--- config.mk ---
export PLATFORM = sky130hd
export DESIGN_NAME = stage_top
export DESIGN_NICKNAME = d
export VERILOG_FILES = /design/src/hw/stage_pkg.sv /design/src/hw/act_unit.sv /design/src/hw/coef_buf.sv /design/src/hw/stage_ctrl.sv /design/src/hw/stage_top.sv /design/src/hw/tb_dina_map.sv /design/src/hw/transpose_buf.sv
export SDC_FILE = /design/constraint.sdc
export NUM_CORES = 1
export LEC_CHECK = 0
export BUFFER_PORTS_ARGS = -buffer_cell sky130_fd_sc_hd__buf_2
export CELL_PAD_IN_SITES_DETAIL_PLACEMENT = 0
export CELL_PAD_IN_SITES_GLOBAL_PLACEMENT = 1
export CORE_UTILIZATION = 40
export DETAILED_ROUTE_END_ITERATION = 10
export GPL_ROUTABILITY_DRIVEN = 0
export GPL_TIMING_DRIVEN = 0
export PLACE_DENSITY = 0.66
export SETUP_SLACK_MARGIN = 0.4
export SYNTH_ARGS = -nofsm -noshare
export SYNTH_HDL_FRONTEND = slang
export SYNTH_SLANG_ARGS = --single-unit
--- constraint.sdc ---
create_clock -name clk -period 12.25 [get_ports clk]
set_clock_uncertainty 0.05 [all_clocks]
set_input_delay 2.45 -clock clk [delete_from_list [all_inputs] [get_ports clk]]
set_output_delay 2.45 -clock clk [all_outputs]
set_load 0.005 [all_outputs]
--- src/hw/stage_pkg.sv ---
package stage_pkg;

  // row source for the mapper
  typedef enum logic {
    SRC_COEF = 1'b0,  // raw coefficient row
    SRC_NL   = 1'b1   // activated row
  } src_e;

  // lane direction codes of the mapper
  typedef enum logic [1:0] {
    DIR_IDLE = 2'b00,
    DIR_POS  = 2'b01,
    DIR_NEG  = 2'b10,
    DIR_NEW  = 2'b11  // half placement picked by i_half
  } dir_e;

  typedef enum logic {
    ACT_RELU  = 1'b0,
    ACT_LEAKY = 1'b1
  } act_e;

  // negative lanes under leaky are divided by 2**LEAKY_SHIFT
  localparam int LEAKY_SHIFT = 3;

endpackage

--- src/hw/act_unit.sv ---
`timescale 1ns/10ps

module act_unit #(
  parameter int L      = 4,
  parameter int LANE_W = 16
) (
  input  logic                clk,
  input  logic                sys_rst,
  input  stage_pkg::act_e     i_act,
  input  logic [L*LANE_W-1:0] i_row,
  output logic [L*LANE_W-1:0] o_raw,
  output logic [L*LANE_W-1:0] o_act
);

  import stage_pkg::*;

  logic [L*LANE_W-1:0] act_d;

  always_comb begin : lane_act
    logic signed [LANE_W-1:0] lane;
    act_d = '0;
    lane  = '0;
    for (int k = 0; k < L; k++) begin
      lane = i_row[k*LANE_W +: LANE_W];
      if (lane < 0) begin
        if (i_act == ACT_LEAKY) begin
          act_d[k*LANE_W +: LANE_W] = lane >>> LEAKY_SHIFT;  // keeps sign
        end else begin
          act_d[k*LANE_W +: LANE_W] = '0;  // relu
        end
      end else begin
        act_d[k*LANE_W +: LANE_W] = lane;
      end
    end
  end

  // raw copy rides along so both rows leave together
  always_ff @(posedge clk) begin
    if (sys_rst) begin
      o_raw <= '0;
      o_act <= '0;
    end else begin
      o_raw <= i_row;
      o_act <= act_d;
    end
  end

endmodule

--- src/hw/coef_buf.sv ---
`timescale 1ns/10ps

module coef_buf #(
  parameter int L        = 4,
  parameter int LANE_W   = 16,
  parameter int CB_DEPTH = 16
) (
  input  logic                        clk,
  input  logic                        sys_rst,
  input  logic                        i_we,
  input  logic [$clog2(CB_DEPTH)-1:0] i_waddr,
  input  logic [L*LANE_W-1:0]         i_wdata,
  input  logic [$clog2(CB_DEPTH)-1:0] i_raddr,
  output logic [L*LANE_W-1:0]         o_rdata
);

  logic [L*LANE_W-1:0] mem [CB_DEPTH];  // one full row per entry

  always_ff @(posedge clk) begin
    if (i_we) begin
      mem[i_waddr] <= i_wdata;
    end
  end

  // registered read, one cycle after the address
  always_ff @(posedge clk) begin
    if (sys_rst) begin
      o_rdata <= '0;
    end else begin
      o_rdata <= mem[i_raddr];  // old row on same-address write
    end
  end

endmodule

--- src/hw/stage_ctrl.sv ---
`timescale 1ns/10ps

module stage_ctrl #(
  parameter int L        = 4,
  parameter int CB_DEPTH = 16,
  parameter int CREDITS  = 4
) (
  input  logic                        clk,
  input  logic                        sys_rst,
  input  logic                        i_cmd_valid,
  input  stage_pkg::src_e             i_cmd_src,
  input  stage_pkg::act_e             i_cmd_act,
  input  stage_pkg::dir_e             i_cmd_dir,
  input  logic                        i_cmd_half,
  input  logic [$clog2(CB_DEPTH)-1:0] i_cmd_addr,
  input  logic [$clog2(L)-1:0]        i_cmd_row,
  output logic [$clog2(CB_DEPTH)-1:0] o_cb_raddr,
  output stage_pkg::act_e             o_act,
  output stage_pkg::src_e             o_src,
  output stage_pkg::dir_e             o_dir,
  output logic                        o_half,
  output logic                        o_we,
  output logic [$clog2(L)-1:0]        o_wrow,
  output logic                        o_credit
);

  import stage_pkg::*;

  localparam int ADDR_W = $clog2(CB_DEPTH);
  localparam int ROW_W  = $clog2(L);
  localparam int CNT_W  = $clog2(CREDITS + 2);  // room to see an overrun

  logic [5:1]       vld;  // vld[n] is high after edge n-1
  logic [ADDR_W-1:0] addr1;
  act_e             act1, act2;
  src_e             src1, src2, src3;
  dir_e             dir1, dir2, dir3;
  logic             half1, half2, half3;
  logic [ROW_W-1:0] row1, row2, row3, row4;
  logic [CNT_W-1:0] inflight;

  always_ff @(posedge clk) begin
    if (sys_rst) begin
      vld   <= '0;
      addr1 <= '0;
      act1  <= ACT_RELU;
      act2  <= ACT_RELU;
      src1  <= SRC_COEF;
      src2  <= SRC_COEF;
      src3  <= SRC_COEF;
      dir1  <= DIR_IDLE;
      dir2  <= DIR_IDLE;
      dir3  <= DIR_IDLE;
      half1 <= 1'b0;
      half2 <= 1'b0;
      half3 <= 1'b0;
      row1  <= '0;
      row2  <= '0;
      row3  <= '0;
      row4  <= '0;
    end else begin
      vld <= {vld[4:1], i_cmd_valid};
      if (i_cmd_valid) begin
        addr1 <= i_cmd_addr;
        act1  <= i_cmd_act;
        src1  <= i_cmd_src;
        half1 <= i_cmd_half;
        row1  <= i_cmd_row;
      end
      dir1  <= i_cmd_valid ? i_cmd_dir : DIR_IDLE;  // mapper idles between commands
      act2  <= act1;
      src2  <= src1;
      src3  <= src2;
      dir2  <= dir1;
      dir3  <= dir2;
      half2 <= half1;
      half3 <= half2;
      row2  <= row1;
      row3  <= row2;
      row4  <= row3;
    end
  end

  assign o_cb_raddr = addr1;  // read sampled at edge 1
  assign o_act      = act2;   // act stage samples at edge 2
  assign o_src      = src3;   // mapper samples at edge 3
  assign o_dir      = dir3;
  assign o_half     = half3;
  assign o_we       = vld[4];  // buffer write at edge 4
  assign o_wrow     = row4;
  assign o_credit   = vld[5];  // write stage delayed one, credit after the write

  always_ff @(posedge clk) begin
    if (sys_rst) begin
      inflight <= '0;
    end else begin
      inflight <= inflight + CNT_W'(i_cmd_valid) - CNT_W'(o_credit);
    end
  end

  a_credit_limit: assert property (
    @(posedge clk) disable iff (sys_rst) int'(inflight) <= CREDITS
  ) else $error("stage_ctrl: %0d commands in flight, limit %0d", inflight, CREDITS);

  a_addr_range: assert property (
    @(posedge clk) disable iff (sys_rst) i_cmd_valid |-> int'(i_cmd_addr) < CB_DEPTH
  ) else $error("stage_ctrl: command address %0d beyond buffer", i_cmd_addr);

endmodule

--- src/hw/stage_top.sv ---
`timescale 1ns/10ps

module stage_top #(
  parameter int L        = 4,
  parameter int LANE_W   = 16,
  parameter int CB_DEPTH = 16,
  parameter int CREDITS  = 4
) (
  input  logic                        clk,
  input  logic                        sys_rst,
  // coefficient load
  input  logic                        i_cb_we,
  input  logic [$clog2(CB_DEPTH)-1:0] i_cb_waddr,
  input  logic [L*LANE_W-1:0]         i_cb_wdata,
  // commands, one per credit
  input  logic                        i_cmd_valid,
  input  stage_pkg::src_e             i_cmd_src,
  input  stage_pkg::act_e             i_cmd_act,
  input  stage_pkg::dir_e             i_cmd_dir,
  input  logic                        i_cmd_half,
  input  logic [$clog2(CB_DEPTH)-1:0] i_cmd_addr,
  input  logic [$clog2(L)-1:0]        i_cmd_row,
  output logic                        o_credit,
  // column read-back
  input  logic [$clog2(L)-1:0]        i_rd_col,
  output logic [L*LANE_W-1:0]         o_rd_data
);

  import stage_pkg::*;

  logic [$clog2(CB_DEPTH)-1:0] cb_raddr;
  logic [L*LANE_W-1:0]         cb_rdata;
  act_e                        act_sel;
  src_e                        map_src;
  dir_e                        map_dir;
  logic                        map_half;
  logic [L*LANE_W-1:0]         raw_row;
  logic [L*LANE_W-1:0]         act_row;
  logic [L*LANE_W-1:0]         dina;
  logic                        tb_we;
  logic [$clog2(L)-1:0]        tb_wrow;

  stage_ctrl #(
    .L        (L),
    .CB_DEPTH (CB_DEPTH),
    .CREDITS  (CREDITS)
  ) u_ctrl (
    .clk         (clk),
    .sys_rst     (sys_rst),
    .i_cmd_valid (i_cmd_valid),
    .i_cmd_src   (i_cmd_src),
    .i_cmd_act   (i_cmd_act),
    .i_cmd_dir   (i_cmd_dir),
    .i_cmd_half  (i_cmd_half),
    .i_cmd_addr  (i_cmd_addr),
    .i_cmd_row   (i_cmd_row),
    .o_cb_raddr  (cb_raddr),
    .o_act       (act_sel),
    .o_src       (map_src),
    .o_dir       (map_dir),
    .o_half      (map_half),
    .o_we        (tb_we),
    .o_wrow      (tb_wrow),
    .o_credit    (o_credit)
  );

  coef_buf #(
    .L        (L),
    .LANE_W   (LANE_W),
    .CB_DEPTH (CB_DEPTH)
  ) u_coef_buf (
    .clk     (clk),
    .sys_rst (sys_rst),
    .i_we    (i_cb_we),
    .i_waddr (i_cb_waddr),
    .i_wdata (i_cb_wdata),
    .i_raddr (cb_raddr),
    .o_rdata (cb_rdata)
  );

  act_unit #(
    .L      (L),
    .LANE_W (LANE_W)
  ) u_act (
    .clk     (clk),
    .sys_rst (sys_rst),
    .i_act   (act_sel),
    .i_row   (cb_rdata),
    .o_raw   (raw_row),
    .o_act   (act_row)
  );

  tb_dina_map #(
    .L      (L),
    .LANE_W (LANE_W)
  ) u_map (
    .clk     (clk),
    .sys_rst (sys_rst),
    .i_src   (map_src),
    .i_dir   (map_dir),
    .i_half  (map_half),
    .i_raw   (raw_row),
    .i_act   (act_row),
    .o_dina  (dina)
  );

  transpose_buf #(
    .L      (L),
    .LANE_W (LANE_W)
  ) u_tbuf (
    .clk     (clk),
    .sys_rst (sys_rst),
    .i_we    (tb_we),
    .i_wrow  (tb_wrow),
    .i_wdata (dina),
    .i_rcol  (i_rd_col),
    .o_rdata (o_rd_data)
  );

endmodule

--- src/hw/tb_dina_map.sv ---
`timescale 1ns/10ps

module tb_dina_map #(
  parameter int L      = 4,
  parameter int LANE_W = 16
) (
  input  logic                clk,
  input  logic                sys_rst,
  input  stage_pkg::src_e     i_src,
  input  stage_pkg::dir_e     i_dir,
  input  logic                i_half,
  input  logic [L*LANE_W-1:0] i_raw,
  input  logic [L*LANE_W-1:0] i_act,
  output logic [L*LANE_W-1:0] o_dina
);

  import stage_pkg::*;

  localparam int HALF = L / 2;

  logic [L*LANE_W-1:0] sel_row;
  logic [L*LANE_W-1:0] map_d;

  assign sel_row = (i_src == SRC_NL) ? i_act : i_raw;

  always_comb begin
    map_d = '0;
    case (i_dir)
      DIR_POS: begin
        map_d = sel_row;
      end
      DIR_NEG: begin
        for (int k = 0; k < L; k++) begin
          map_d[k*LANE_W +: LANE_W] = sel_row[(L-1-k)*LANE_W +: LANE_W];  // lane reversal
        end
      end
      DIR_NEW: begin
        // first half of the source goes low or high, the rest stays zero
        for (int k = 0; k < HALF; k++) begin
          if (i_half) begin
            map_d[k*LANE_W +: LANE_W] = sel_row[k*LANE_W +: LANE_W];
          end else begin
            map_d[(k+HALF)*LANE_W +: LANE_W] = sel_row[k*LANE_W +: LANE_W];
          end
        end
      end
      default: begin
        map_d = '0;  // idle
      end
    endcase
  end

  always_ff @(posedge clk) begin
    if (sys_rst) begin
      o_dina <= '0;
    end else begin
      o_dina <= map_d;
    end
  end

endmodule

--- src/hw/transpose_buf.sv ---
`timescale 1ns/10ps

module transpose_buf #(
  parameter int L      = 4,
  parameter int LANE_W = 16
) (
  input  logic                 clk,
  input  logic                 sys_rst,
  input  logic                 i_we,
  input  logic [$clog2(L)-1:0] i_wrow,
  input  logic [L*LANE_W-1:0]  i_wdata,
  input  logic [$clog2(L)-1:0] i_rcol,
  output logic [L*LANE_W-1:0]  o_rdata
);

  logic [LANE_W-1:0] cells [L][L];  // [row][lane]

  always_ff @(posedge clk) begin
    if (sys_rst) begin
      for (int r = 0; r < L; r++) begin
        for (int c = 0; c < L; c++) begin
          cells[r][c] <= '0;
        end
      end
      o_rdata <= '0;
    end else begin
      if (i_we) begin
        for (int c = 0; c < L; c++) begin
          cells[i_wrow][c] <= i_wdata[c*LANE_W +: LANE_W];
        end
      end
      // lane r of the output is column i_rcol of row r
      for (int r = 0; r < L; r++) begin
        o_rdata[r*LANE_W +: LANE_W] <= cells[r][i_rcol];  // pre-write contents
      end
    end
  end

  // row and column selects only reach L when L is not a power of two
  a_index_range: assert property (
    @(posedge clk) disable iff (sys_rst)
    (!i_we || int'(i_wrow) < L) && int'(i_rcol) < L
  ) else $error("transpose_buf index out of range, row %0d col %0d", i_wrow, i_rcol);

endmodule
==> results.md <==
* Tightest Hold Check Type: reg -> reg
* GRT overflow at 0
* Vias at 33000
* Ys flop type: edfxtp_1
* Sequential share of power at 0.528
* Mapped Avg Cell Area at 16.8 sq um
* Clock Tree Buf Depth at 3
* Initial Utilization at 0.403
* Yosys cell types at 38
* Syn nets at 3735
* Fillers at 13000
* Worst Path Arrival at 4.92 ns
* Rows at 143
* TritonCTS clock tree: yes
* P per Cell Area at 165 mW/mm^2
* P_leak at 23.9 nW
* Count of pins over their slew limit at 0
* Worst path most repeated cell: buf_2
* Cell family contributing the most delay on the critical path: buffers and inverters
* All-Layer GR Usage at 0.209
* Share of cells above drive strength 1 at 0.174
* Hold Fails Final Rpt at 0
* Clock Pin Slew Worst Setup and Hold Paths at 0.06 ns
* WP data required at 12.71 ns
* # DRC at 0
* Drt via density at 5.32
* Post-layout min period at 4.46 ns
* CP Cell Sequence: buf_2, nand2b_1, buf_4, buf_2, clkbuf_1, o22ai_1
* Worst-path fanout max at 10
* Critical Path Sink Type: register
* Die W at 393 um
* Clock Latency Late Sink at 0.81 ns
* Post-CTS setup buffer count at 0
* Port bufs at 145
* Sum Neg Setup Slack at 0 ns
* Nets@finish at 4121
* Fin crit share at 0.364
* Relative slew margins at 0.0679
* Status: complete, no violations
* Layout area overhead at 16.0%
* Clock Sinks at 1631
* Core ar. at 0.152 sq mm
* Vias in the first global route at 32700
* Fin util at 0.468
* Leading area contributor after synthesis: edfxtp_1
* Psw at 0.00261 W
* Flops & latches, synth at 1631
* RSZ-0062 raised after global routing: false
* Commonest cells after routing, fill and taps aside: edfxtp_1, mux2i_1, dfxtp_1, a22oi_1, and2_1
* Post-synthesis sequential area ratio at 0.742
* Die Y at 393 um
* Post-CTS Resized at 0
* Ys async rst share at 0
* Placed wire-length estimate at 111 mm
* Antenna violations before repair at 24
* Ys Warns at 0
* H-tree depth at 4
* Max incr delay on CP at 0.73 ns
* DR pass1 iterations at 5
* Maxcap violations at 0
* Commonest non-fill, non-tap cell in the layout: edfxtp_1
* Main area contributors after synthesis: edfxtp_1, dfxtp_1, mux2i_1
* VDD IR max at 0.128 mV
* Sw Ratio at 0.222
* FF+latch area at 0.0455 sq mm
* Largest net degree at the start of global routing at 65
* CP startpoint kind: primary input
* Final hold slack at 0.381 ns
* Internal cell power at 0.00912 W
* Detailed-route wire length per cell at 26.3 um
* 1st-iter DRT viols at 2838
* Antenna Nets Post-Route at 0
* Multi-input logic area at 0.0146 sq mm
* CP Class: in -> reg
* Mapped cell area at 0.0613 sq mm
* Max stage delay cell, worst path: clkbuf_1
* Gate Count Post-Synth at 3650
* Setup Viol. Count Final at 0
* Clock network power share at 0.414
* Logic pwr share at 0.057
* Die area at 0.155 sq mm
* Hold-fix buffers, CTS at 0
* Post-synth EDFFs at 1280
* Cell chosen for the clock root: clkbuf_16
* DRT Wirelength at 163 mm
* First-pass GRT wire length at 234 mm
* I/O pins at 150
* Num CTS Buffers at 169
* Slew @ Worst Pin at 1.40 ns
* Fmax at 224 MHz
* CP bufs+invs at 4
* Yosys top cell area share at 0.627
registers in the layout, indices dropped and copies added, names as in the netlist, 2 cells and up:
register and flops:
u_map.o_dina 64, u_act.o_act 64, u_act.o_raw 64, u_ctrl.row1 2, u_tbuf.cells 256, u_ctrl.vld 5, u_ctrl.o_cb_raddr 4, u_tbuf.o_rdata 64
u_ctrl.row2 2, u_ctrl.o_wrow 2, u_ctrl.dir2 2, u_coef_buf.o_rdata 64, u_ctrl.dir1 2, u_ctrl.row3 2, u_coef_buf.mem 1024, u_ctrl.o_dir 2
layout make-up:
class	instances	area share
Clock inverter	49	0.00539
Inverter	6	0.000317
Sequential cell	1631	0.640
Tap cell	2030	0.0357
Multi-Input combinational cell	1783	0.205
Buffer	230	0.0188
Antenna cell	5	0.000176
Timing Repair Buffer	215	0.0264
Clock buffer	260	0.0686
synth_stat cells, drive strengths merged (2+ instances only):
library cell  instances
and2                263
o22ai                36
nand2b                3
a221oi               28
mux2                 64
nor3                  4
dfxtp               351
nor2                109
and3                  2
nand3                 5
inv                   6
mux2i               465
nand3b                2
or2                   5
a22o                 12
nand2               142
mux4                 92
a21oi                47
a22oi               295
clkbuf              116
nor2b               148
buf                 114
edfxtp             1280
o21ai                56
layer usage:
metal	routed length, um	vias up	share of wire	track usage
met3	9820	273	0.060	0.0366
met1	70700	16900	0.43	0.286
met4	4050	14	0.025	0.0569
met5	88	-	0.00054	0
met2	78600	1132	0.48	0.343
li1	-	14700	-	-
cell families (layout without fill, tap and decap cells):
family,Yosys count,after routing,synth area share
buf+inv,236,760,0.0222
mux,621,621,0.122
flops,1631,1631,0.742
simple gates,685,685,0.0598
compound gates,477,477,0.0544
other cells,0,5,0
power by group through the flow:
stage	combinational (W)	sequential [W]	clock, W
4_1_cts	0.000676	0.00620	0.00494
2_1_floorplan	0.000379	0.00629	0
3_5_place_dp	0.000674	0.00631	0
5_1_grt	0.000718	0.00621	0.00515
3_3_place_gp	0.000651	0.00632	0
6_report	0.000673	0.00620	0.00486
final timing paths:
| kind | from | end | slack, ns | cells after the start |
|---|---|---|---|---|
| setup / recovery | sys_rst | u_coef_buf.o_rdata[30] | 7.79 | 6 |
| hold / removal | u_ctrl.vld[2] | u_ctrl.vld[3] | 0.38 | 1 |
| setup reg to reg | u_ctrl.o_cb_raddr[2] | u_coef_buf.o_rdata[52] | 9.53 | 6 |
| hold reg to reg | u_ctrl.vld[2] | u_ctrl.vld[3] | 0.38 | 1 |
through the flow:
stage                     total power [W]  setup WS, ns  instance area, sq um  instances
after global placement            0.00697         -1.37                 64500       5825
after floorplan                   0.00667          4.32                 61300       3650
after global routing               0.0121          7.73                 71100       6204
after detailed placement          0.00699          6.66                 65800       5895
after CTS                          0.0118          7.51                 71100       6204
final                              0.0117          7.79                 71100       6209
Power figures use the tool's default switching activity.
